<file path="config.mk">
export PLATFORM = sky130hd
export DESIGN_NAME = sh_exec_core
export DESIGN_NICKNAME = d
export VERILOG_FILES = /design/src/sh_pkg.sv /design/src/sh_alu.sv /design/src/sh_sr_unit.sv /design/src/sh_mem_align.sv /design/src/sh_ma_ctrl.sv /design/src/sh_exec_core.sv
export SDC_FILE = /design/constraint.sdc
export NUM_CORES = 1
export LEC_CHECK = 0
export BUFFER_PORTS_ARGS = -buffer_cell sky130_fd_sc_hd__buf_2
export CORE_MARGIN = 2
export CORE_UTILIZATION = 54
export CTS_BUF_LIST = sky130_fd_sc_hd__clkbuf_16
export DETAILED_ROUTE_END_ITERATION = 12
export PLACE_DENSITY = 0.78
export SYNTH_ARGS = -nofsm -noshare
export SYNTH_HDL_FRONTEND = slang
export SYNTH_HIERARCHICAL = 1
export SYNTH_SLANG_ARGS = --single-unit
</file>
<file path="constraint.sdc">
create_clock -name CLK -period 5.9 [get_ports CLK]
set_input_delay 0.295 -clock CLK [delete_from_list [all_inputs] [get_ports CLK]]
set_output_delay 0.295 -clock CLK [all_outputs]
set_load 0.03 [all_outputs]
</file>
<file path="src/sh_pkg.sv">
`default_nettype none

package sh_pkg;

	localparam int DATA_W = 32;
	localparam int LANE_N = 4;

	localparam logic [DATA_W-1:0] SR_MASK  = 32'h0000_03F3;
	localparam logic [DATA_W-1:0] SR_RESET = 32'h0000_00F0;

	typedef enum logic [2:0] {
		ADD,
		LOG,
		SHIFT,
		EXT,
		STC,
		LDC,
		LOAD,
		STORE
	} op_class_e;

	typedef logic [3:0] alu_code_t;

	// ADD code bits [3:2] pick the T source
	localparam int         ADD_SUB_BIT = 0;
	localparam int         ADD_CIN_BIT = 1;
	localparam logic [1:0] T_SRC_NONE  = 2'd0;
	localparam logic [1:0] T_SRC_CMP   = 2'd1;
	localparam logic [1:0] T_SRC_CARRY = 2'd2;
	localparam logic [1:0] T_SRC_OVF   = 2'd3;

	localparam alu_code_t LOG_AND   = 4'h0;
	localparam alu_code_t LOG_OR    = 4'h1;
	localparam alu_code_t LOG_XOR   = 4'h2;
	localparam alu_code_t LOG_TST   = 4'h3;

	localparam alu_code_t SHL_ARITH = 4'h0;
	localparam alu_code_t SHR_ARITH = 4'h1;
	localparam alu_code_t SHL_ROT   = 4'h2;
	localparam alu_code_t SHR_ROT   = 4'h3;

	localparam alu_code_t EXT_UB    = 4'h0;
	localparam alu_code_t EXT_UW    = 4'h1;
	localparam alu_code_t EXT_SB    = 4'h2;
	localparam alu_code_t EXT_SW    = 4'h3;

	typedef enum logic [2:0] {EQ, HS, GE, HI, GT} cmp_mode_e;

	typedef enum logic [1:0] {BYTE, WORD, LONG} mem_size_e;

	// For LOAD and STORE a is the address, b the store data
	typedef struct packed {
		op_class_e         cls;
		alu_code_t         code;
		cmp_mode_e         cmp;
		mem_size_e         size;
		logic [DATA_W-1:0] a;
		logic [DATA_W-1:0] b;
	} exec_cmd_t;

	typedef struct packed {
		logic [DATA_W-1:0] word;
		logic              t;
	} exec_res_t;

	typedef struct packed {
		logic [21:0] rsv_hi;
		logic        m;
		logic        q;
		logic [3:0]  i;
		logic [1:0]  rsv_lo;
		logic        s;
		logic        t;
	} sr_fields_t;

	typedef union packed {
		logic [31:0] word;
		sr_fields_t  f;
	} sr_word_u;

	typedef struct packed {
		logic [DATA_W-1:0] addr;
		logic [DATA_W-1:0] wdata;
		logic              wr;
		logic [LANE_N-1:0] lanes;
		logic              req;
	} bus_req_t;

endpackage

`default_nettype wire

</file>
<file path="src/sh_alu.sv">
`timescale 1ns/1ps
`default_nettype none

module sh_alu
	import sh_pkg::*;
(
	input  exec_cmd_t         cmd,
	input  logic              t_in,
	output logic [DATA_W-1:0] result,
	output logic              t_out
);

	logic [DATA_W-1:0] b_eff;
	logic              cin;
	logic [DATA_W-1:0] sum;
	logic              cout;
	logic              ovf;
	logic              eq;
	logic              ge;
	logic              cmp_t;
	logic              add_t;
	logic [DATA_W-1:0] log_res;
	logic [DATA_W-1:0] shift_res;
	logic              shift_t;
	logic [DATA_W-1:0] ext_res;

	//********************
	// Adder
	//********************
	assign b_eff = cmd.code[ADD_SUB_BIT] ? ~cmd.b : cmd.b;
	// Borrow enters inverted when subtracting
	assign cin = cmd.code[ADD_CIN_BIT] ? (t_in ^ cmd.code[ADD_SUB_BIT]) : cmd.code[ADD_SUB_BIT];
	assign {cout, sum} = {1'b0, cmd.a} + {1'b0, b_eff} + {{DATA_W{1'b0}}, cin};

	assign ovf = (cmd.a[DATA_W-1] == b_eff[DATA_W-1]) && (sum[DATA_W-1] != cmd.a[DATA_W-1]);
	assign eq  = (sum == '0);
	assign ge  = (sum[DATA_W-1] == ovf);

	always_comb begin
		case (cmd.cmp)
			EQ:      cmp_t = eq;
			HS:      cmp_t = cout;
			GE:      cmp_t = ge;
			HI:      cmp_t = cout & ~eq;
			GT:      cmp_t = ge & ~eq;
			default: cmp_t = 1'b0;
		endcase

		case (cmd.code[3:2])
			T_SRC_NONE:  add_t = t_in;
			T_SRC_CMP:   add_t = cmp_t;
			T_SRC_CARRY: add_t = cout ^ cmd.code[ADD_SUB_BIT];
			T_SRC_OVF:   add_t = ovf;
		endcase
	end

	//********************
	// Logic, shift, extend
	//********************
	always_comb begin
		case (cmd.code)
			LOG_AND: log_res = cmd.a & cmd.b;
			LOG_OR:  log_res = cmd.a | cmd.b;
			LOG_XOR: log_res = cmd.a ^ cmd.b;
			default: log_res = cmd.a;
		endcase

		case (cmd.code)
			SHL_ARITH: {shift_t, shift_res} = {cmd.a, 1'b0};
			SHR_ARITH: {shift_res, shift_t} = {cmd.a[DATA_W-1], cmd.a};
			SHL_ROT:   {shift_t, shift_res} = {cmd.a, t_in};
			SHR_ROT:   {shift_res, shift_t} = {t_in, cmd.a};
			default:   {shift_t, shift_res} = {t_in, cmd.a};
		endcase

		case (cmd.code)
			EXT_UB:  ext_res = {{(DATA_W-8){1'b0}}, cmd.a[7:0]};
			EXT_UW:  ext_res = {{(DATA_W-16){1'b0}}, cmd.a[15:0]};
			EXT_SB:  ext_res = {{(DATA_W-8){cmd.a[7]}}, cmd.a[7:0]};
			EXT_SW:  ext_res = {{(DATA_W-16){cmd.a[15]}}, cmd.a[15:0]};
			default: ext_res = cmd.a;
		endcase
	end

	always_comb begin
		case (cmd.cls)
			ADD: begin
				result = sum;
				t_out  = add_t;
			end
			LOG: begin
				result = log_res;
				t_out  = (cmd.code == LOG_TST) ? ~|(cmd.a & cmd.b) : t_in;
			end
			SHIFT: begin
				result = shift_res;
				t_out  = shift_t;
			end
			EXT: begin
				result = ext_res;
				t_out  = t_in;
			end
			// LDC word passes through here
			default: begin
				result = cmd.a;
				t_out  = t_in;
			end
		endcase
	end

endmodule

`default_nettype wire

</file>
<file path="src/sh_sr_unit.sv">
`timescale 1ns/1ps
`default_nettype none

module sh_sr_unit
	import sh_pkg::*;
(
	input  logic              CLK,
	input  logic              RST_N,
	input  logic              advance,
	input  op_class_e         cmd_class,
	input  logic [DATA_W-1:0] ld_word,
	input  logic              t_new,
	output sr_word_u          sr
);

	// Interrupt mask comes up at level 15
	always_ff @(posedge CLK or negedge RST_N) begin
		if (!RST_N) begin
			sr.word <= SR_RESET;
		end else if (advance) begin
			case (cmd_class)
				LDC: begin
					sr.word <= ld_word & SR_MASK;
				end
				ADD,
				LOG,
				SHIFT: begin
					sr.f.t <= t_new;
				end
				default: begin
					sr.word <= sr.word;
				end
			endcase
		end
	end

endmodule

`default_nettype wire

</file>
<file path="src/sh_mem_align.sv">
`timescale 1ns/1ps
`default_nettype none

module sh_mem_align
	import sh_pkg::*;
(
	input  mem_size_e         size,
	input  logic [1:0]        addr_lo,
	input  logic [DATA_W-1:0] wdata_in,
	input  logic [DATA_W-1:0] rdata_in,
	output logic [LANE_N-1:0] lanes,
	output logic [DATA_W-1:0] wdata,
	output logic [DATA_W-1:0] rdata
);

	logic [4:0]        rd_shift;
	logic [DATA_W-1:0] rd_shifted;

	// Big-endian lanes, lane 3 is byte 0
	always_comb begin
		case (size)
			BYTE: begin
				lanes    = {1'b1, {(LANE_N-1){1'b0}}} >> addr_lo;
				wdata    = {LANE_N{wdata_in[7:0]}};
				rd_shift = {~addr_lo, 3'b000};
			end
			WORD: begin
				lanes    = addr_lo[1] ? 4'b0011 : 4'b1100;
				wdata    = {2{wdata_in[15:0]}};
				rd_shift = {~addr_lo[1], 4'b0000};
			end
			default: begin
				lanes    = {LANE_N{1'b1}};
				wdata    = wdata_in;
				rd_shift = 5'd0;
			end
		endcase
	end

	assign rd_shifted = rdata_in >> rd_shift;

	// Loads always sign extend
	always_comb begin
		case (size)
			BYTE:    rdata = {{(DATA_W-8){rd_shifted[7]}}, rd_shifted[7:0]};
			WORD:    rdata = {{(DATA_W-16){rd_shifted[15]}}, rd_shifted[15:0]};
			default: rdata = rd_shifted;
		endcase
	end

endmodule

`default_nettype wire

</file>
<file path="src/sh_ma_ctrl.sv">
`timescale 1ns/1ps
`default_nettype none

module sh_ma_ctrl
	import sh_pkg::*;
(
	input  logic              CLK,
	input  logic              RST_N,
	input  logic              ex_valid,
	input  exec_cmd_t         ex_cmd,
	input  exec_res_t         ex_res,
	input  logic              bus_wait,
	input  logic [DATA_W-1:0] bus_rdata,
	output logic              stall,
	output bus_req_t          bus,
	output logic              res_valid,
	output exec_res_t         res
);

	typedef enum logic {IDLE, ACCESS} ma_state_e;

	ma_state_e         state;
	exec_cmd_t         ma_cmd;
	exec_res_t         ma_res;
	logic              ex_mem;
	logic              advance;
	logic              done;
	logic [LANE_N-1:0] lanes;
	logic [DATA_W-1:0] wdata;
	logic [DATA_W-1:0] rdata;

	assign ex_mem  = ex_cmd.cls inside {LOAD, STORE};
	assign done    = (state == ACCESS) & ~bus_wait;
	// A plain result behind a finishing access waits one cycle to keep order
	assign stall   = (state == ACCESS) & (bus_wait | (ex_valid & ~ex_mem));
	assign advance = ex_valid & ~stall;

	always_ff @(posedge CLK or negedge RST_N) begin
		if (!RST_N) begin
			state     <= IDLE;
			res_valid <= 1'b0;
		end else begin
			res_valid <= done | (advance & ~ex_mem);
			if (advance && ex_mem) begin
				state <= ACCESS;
			end else if (done) begin
				state <= IDLE;
			end
		end
	end

	//********************
	// MA register and result
	//********************
	always_ff @(posedge CLK) begin
		if (advance && ex_mem) begin
			ma_cmd <= ex_cmd;
			ma_res <= ex_res;
		end
		if (done) begin
			res.word <= (ma_cmd.cls == LOAD) ? rdata : ma_res.word;
			res.t    <= ma_res.t;
		end else if (advance && !ex_mem) begin
			res <= ex_res;
		end
	end

	sh_mem_align u_align (
		.size     (ma_cmd.size),
		.addr_lo  (ma_cmd.a[1:0]),
		.wdata_in (ma_cmd.b),
		.rdata_in (bus_rdata),
		.lanes    (lanes),
		.wdata    (wdata),
		.rdata    (rdata)
	);

	always_comb begin
		bus.addr  = ma_cmd.a;
		bus.wdata = wdata;
		bus.wr    = (ma_cmd.cls == STORE);
		bus.lanes = lanes;
		bus.req   = (state == ACCESS);
	end

endmodule

`default_nettype wire

</file>
<file path="src/sh_exec_core.sv">
`timescale 1ns/1ps
`default_nettype none

module sh_exec_core
	import sh_pkg::*;
(
	input  logic              CLK,
	input  logic              RST_N,
	input  logic              cmd_valid,
	input  exec_cmd_t         cmd,
	output logic              cmd_ready,
	output logic              res_valid,
	output exec_res_t         res,
	output bus_req_t          bus,
	input  logic [DATA_W-1:0] bus_rdata,
	input  logic              bus_wait
);

	logic              ex_valid;
	exec_cmd_t         ex_cmd;
	exec_res_t         ex_res;
	logic [DATA_W-1:0] alu_result;
	logic              alu_t;
	sr_word_u          sr;
	logic              stall;
	logic              advance;

	assign cmd_ready = ~stall;
	assign advance   = ex_valid & ~stall;

	//********************
	// EX register
	//********************
	always_ff @(posedge CLK or negedge RST_N) begin
		if (!RST_N) begin
			ex_valid <= 1'b0;
		end else if (!stall) begin
			ex_valid <= cmd_valid;
		end
	end

	always_ff @(posedge CLK) begin
		if (!stall && cmd_valid) begin
			ex_cmd <= cmd;
		end
	end

	sh_alu u_alu (
		.cmd    (ex_cmd),
		.t_in   (sr.f.t),
		.result (alu_result),
		.t_out  (alu_t)
	);

	always_comb begin
		case (ex_cmd.cls)
			STC:         ex_res.word = sr.word;
			LOAD, STORE: ex_res.word = ex_cmd.a;
			default:     ex_res.word = alu_result;
		endcase
		// T as it stands once the command has left EX
		ex_res.t = (ex_cmd.cls == LDC) ? alu_result[0] : alu_t;
	end

	sh_sr_unit u_sr (
		.CLK       (CLK),
		.RST_N     (RST_N),
		.advance   (advance),
		.cmd_class (ex_cmd.cls),
		.ld_word   (alu_result),
		.t_new     (alu_t),
		.sr        (sr)
	);

	sh_ma_ctrl u_ma (
		.CLK       (CLK),
		.RST_N     (RST_N),
		.ex_valid  (ex_valid),
		.ex_cmd    (ex_cmd),
		.ex_res    (ex_res),
		.bus_wait  (bus_wait),
		.bus_rdata (bus_rdata),
		.stall     (stall),
		.bus       (bus),
		.res_valid (res_valid),
		.res       (res)
	);

endmodule

`default_nettype wire

</file>
Word level (Yosys, flattened, before mapping)
Index checks and enable logic that the tools add are counted.
- $add $sub $neg: 2
- reduce and logical (&&, ||, !) cells: 24
- bitwise logic cells: 21
- shift operators: 2
- muxes and demuxes: 24
- equality and inequality tests: 23
- operators by type and width (kind ; count):
    $pmux 32 s4 ; 3
    $pmux 32 s2 ; 3
    $pmux 32 s3 ; 1
    $mux 33 ; 2
    $mux 32 ; 2
    $add 32x32->33 ; 1
    $add 33x1->33 ; 1
    $and 32x32->32 ; 1
    $logic_not 32->1 ; 1
    $not 32->32 ; 1
    $or 32x32->32 ; 1
    $reduce_or 32->1 ; 1
    $shr 32x5->32 ; 1
    $xor 32x32->32 ; 1
    $eq 3x3->1 const B ; 7
    $eq 3x2->1 const B ; 4
    $pmux 5 s2 ; 1
    $eq 4x2->1 const B ; 2
    $pmux 4 s2 ; 1
    $reduce_bool 2->1 ; 4
    $and 1x1->1 ; 7
    $eq 3x1->1 const B ; 2
    $logic_not 3->1 ; 2
    $reduce_or 2->1 ; 3
    22 further kinds ; 43
- logic and storage cells: 115
- output and inout port bits: 105
- input port bits: 112
- bits in registers: 222

Longest topological paths before layout
- depth after elaboration: 14
- gate-level depth with buffers: 23
- depth with buffers taken out: 18

Cells and area by module
The synthesis kept the hierarchy.
- by module, submodules not included (module ; cells each ; instances ; seq. area each (µm²) ; area each (µm²)):
    sh_alu ; 929 ; 1 ; 0.0 ; 5928.2
    sh_ma_ctrl ; 326 ; 1 ; 4103.9 ; 5107.4
    sh_exec_core ; 236 ; 1 ; 2307.2 ; 3567.2
    sh_mem_align ; 139 ; 1 ; 0.0 ; 1168.6
    sh_sr_unit ; 46 ; 1 ; 205.2 ; 530.5

Worst setup path before layout
Ideal clock, no wire load.
- kind: register to register
- from: register, netlist name ex_cmd[74]
- to: register u_ma.ma_cmd, in the netlist u_ma/bus[38], enable pin
- buffers on the path: 0
- library setup time: 596 ps
- data arrival time: 5578 ps
- required time: 5304 ps
- period minus slack after synthesis: 6174 ps
- path slack: -274 ps
- cell stages (with the launch flop): 3
- path through: edfxtp_1 -> nand3_1 -> a21oi_1
- longest elaborated chain between the ends: 9
- elaborated cells on any way between the ends: 10
- classes of those cells: 2 x eq/ne; 6 x bitwise; 2 x reduce/logical
- RTL lines (element ; line ; RTL):
    $eq 3x3->1 ; sh_ma_ctrl.sv:32 ; assign ex_mem = ex_cmd.cls inside {LOAD, STORE};
    $reduce_bool 2->1 * ; sh_ma_ctrl.sv:32 ;
    $not 1->1 ; sh_ma_ctrl.sv:35 ; assign stall = (state == ACCESS) & (bus_wait | (ex_valid & ~ex_mem));
    $and 1x1->1 ; sh_ma_ctrl.sv:35 ;
    $or 1x1->1 ; sh_ma_ctrl.sv:35 ;
    $and 1x1->1 ; sh_ma_ctrl.sv:35 ;
    $not 1->1 ; sh_ma_ctrl.sv:36 ; assign advance = ex_valid & ~stall;
    $and 1x1->1 ; sh_ma_ctrl.sv:36 ;
    $logic_and 1x1->1 * ; sh_ma_ctrl.sv:56 ; if (advance && ex_mem) begin
    to (signal assigned) ; sh_ma_ctrl.sv:57 ; ma_cmd <= ex_cmd;
    to (decl) ; sh_ma_ctrl.sv:23 ; exec_cmd_t ma_cmd;
Mark *: on every way between the ends. The rest lies on a longest branch, timed or not.
A chain may end at the register's enable or synchronous reset.

==> flow_metrics.py <==
metrics = {
    "status": {
        "outcome": "finished, final reports clean",
    },
    "grt": {
        "antenna_found_initial": 1,
        "grt_max_degree": 86,
        "grt_pass1_wl_um": 75560,
        "grt_use_total_pct": 31.00,
        "grt_remaining_overflow": 0,
        "grt_pass1_vias": 13234,
    },
    "yosys": {
        "synth_edf_count": 211,
        "synthDistinctLibCells": 95,
        "synth_top_cell_by_area": "edfxtp_1",
        "yosysWarnings": 6,
        "synth_area_leaders": "edfxtp_1, ha_1, nand2_1, o21ai_0, nor2_1",
        "synthTopCellsByCount": "edfxtp_1, nand2_1, nor2_1, o21ai_0, a21oi_1",
        "synth_ff_type": "edfxtp_1",
        "yosysSeqAreaShare_pct": 40.59,
        "syn_avg_cell_area_sq_um": 9.727,
        "netlist_instances": 1676,
        "syn_area_sq_um": 16300,
        "ys_seq_elements": 222,
        "yosysMostFrequentCell": "edfxtp_1",
        "yosysTopAreaCellShare_pct": 38.87,
        "async_flop_share_pct": 4.955,
    },
    "setup_path": {
        "cp_data_arrival_time_ps": 5400,
        "slowest_stage": "dfrtp_1",
        "required_ps": 6180,
        "max_stage_delay_ps": 450,
        "cp_max_fo": 7,
        "cpMostUsedCell": "fa_1",
        "critPathKind": "reg -> reg",
        "start_kind": "register",
        "worst_setup_path_end_kind": "register",
        "crit_chain": "nand2_1, xnor2_1, fa_1, fa_1, a21o_1, a221oi_2, o31a_2, o221a_4, a21oi_1, o21a_1, a2111oi_0, a211oi_1, a311oi_1, mux2i_1, mux2_1, mux2_2",
    },
    "finish": {
        "final_nets": 2071,
        "layout-drive-gt1-share_pct": 21.55,
        "final_area_sq_um": 18650,
        "area_growth_pct": 14.41,
        "fin_cells": 2270,
        "fill_cells": 2416,
    },
    "timing": {
        "finalCriticalPeriod_ps": 5122,
        "fmax_ghz": 0.1952,
        "worst_pin_slew_ps": 1346,
        "final.setup.tns_ps": 0,
        "rsz0062_at_grt": "false",
        "skew_ps": 17.20,
        "slew_violations": 0,
        "relSlewSlack_pct": 10.25,
        "fin_hold_ws_ps": 53.06,
        "min_period_over_period_pct": 86.81,
        "finalSetupViolCount": 0,
        "hold_viol_final": 0,
    },
    "place": {
        "place.detailed.hpwl_um": 35120,
        "gp_congestion": 0.9850,
        "placed_area_sq_um": 17060,
        "numPortBuffers": 216,
        "dpl.cell_count": 2149,
    },
    "cts": {
        "cts_root_buf": "clkbuf_16",
        "clk_latency_ps": 530,
        "clkSinkCount": 222,
        "cts_hold_buffers": 77,
        "clk_pin_slew_ps": 60,
        "cts_tree": "built",
        "ctsResizeCount": 0,
        "cts_inserted_buffers": 24,
        "cts.htree.levels": 1,
        "cts_buffer_depth": 3,
        "postCtsSetupBuffers": 0,
    },
    "power": {
        "ir_drop_uv": 363.7,
        "cell_internal_pwr_mw": 3.452,
        "p_leak_nw": 7.490,
        "clockPowerShare_pct": 29.7,
        "p_seq_share_pct": 39.4,
        "switching_power_mw": 1.777,
        "powerDensity_nw_per_um2": 280.4,
        "power_frac_comb_pct": 30.9,
        "swShare_pct": 33.98,
    },
    "route": {
        "first_iter_violations": 1730,
        "drtAntennaViolNets": 0,
        "remaining_drc_errors": 0,
        "wl_um": 49740,
        "vias": 14069,
        "routedWlPerCell_um": 21.91,
        "vias_per_cell": 6.198,
        "first_pass_iters": 5,
    },
    "floorplan": {
        "die_w_um": 177.8,
        "die_area_sq_um": 31600,
        "start_util_pct": 54.86,
        "core_sq_um": 29720,
        "die_h_um": 177.8,
        "fp-row-count": 63,
        "ios": 217,
    },
    "worst_hold_path": {
        "min_path_type": "in -> reg",
    },
    "run": {
        "drv_cap": 0,
    },
}
final cells by class:
class | instances | area, sq um | share of cell area (%)
clock buffer | 25 | 625.6 | 3.354
sequential | 222 | 6616 | 35.48
clock inverter | 18 | 187.7 | 1.006
inverter | 81 | 304.0 | 1.630
timing repair buffer | 317 | 2044 | 10.96
tap | 390 | 488.0 | 2.616
multi-input combinational | 1216 | 8382 | 44.94
antenna | 1 | 2.502 | 0.01342
logic make-up after synthesis:
logic type,synth area share (%)
AOI/OAI and AO/OA,20.07
xor gates and xnor gates,3.009
adders and majority gates,7.537
buffers and inverters,8.681
DFF,40.59
muxes,5.488
other,0.02300
and+or+nand+nor,14.61
stage by stage:
stage / setup slack [ps] / total power, mW / utilization [%]
2_1_floorplan: 12.09 / 3.205 / -
3_3_place_gp: 1001 / 3.589 / 57.42
3_5_place_dp: 944.5 / 3.615 / 57.42
4_1_cts: 906.1 / 5.212 / 62.75
5_1_grt: 501.8 / 5.452 / 62.76
6_report: 778.3 / 5.229 / 62.76
registers in the layout, summed over array words and instances (netlist names):
signal	count
ex_cmd	76
u_ma/res	33
u_sr/sr	8
u_ma/state	1
u_ma/bus	32
u_ma/res_valid	1
u_ma/ma_res	33
ex_valid	1
u_ma/ma_cmd	37
per-layer routing:
layer  part of all wire, %  global-route usage [%]
met1                    41                   41.72
met2                    46                   49.29
met3                   8.9                   4.370
met4                   4.8                   14.92
met5                     0                       0
critical path: cells and delay by family (launching register included):
kind                       cells  cell delay [ps]
AOI/OAI and AO/OA              9             2340
adders and majority gates      2              860
muxes                          3              840
DFF                            1              450
and+or+nand+nor                1              190
xor gates and xnor gates       1              180
placed cells by master (no fill, tap or decap), types with 15 or more instances in the layout:
cell type,count
a21o_1,15
conb_1,24
xnor2_1,19
buf_4,23
edfxtp_1,211
a21oi_1,108
nor3_2,31
o32ai_1,24
dlygate4sd3_1,77
a31oi_1,50
nor2_1,154
o22ai_2,30
clkbuf_16,25
xor2_1,37
nor4_1,42
o21ai_0,120
ha_1,95
mux2_2,29
buf_2,216
o22ai_1,33
nand2_1,164
mux2i_1,35
inv_1,84
nor3_1,21
final timing paths:
check | from | end | slack (ps) | depth (start not counted)
min reg2reg | ex_cmd[64] | u_ma/ma_cmd[64] | 420 | 0
max in group asynchronous | RST_N | u_sr/sr[7] | 5430 | 2
max | u_sr/sr[0] | u_ma/res[0] | 780 | 16
max reg2reg | u_sr/sr[0] | u_ma/res[0] | 780 | 16
min in group asynchronous | RST_N | u_sr/sr[8] | 180 | 2
min | bus_wait | u_ma/state | 50 | 3
power by group through the flow:
stage	Clock (mW)	Sequential (mW)	Combinational [mW]
after floorplan	0	2.12	1.08
after CTS	1.58	2.05	1.58
after global placement	0	2.08	1.51
after global routing	1.64	2.07	1.74
final	1.55	2.06	1.62
after detailed placement	0	2.09	1.53
No activity file was read; power rests on OpenSTA's default activity.
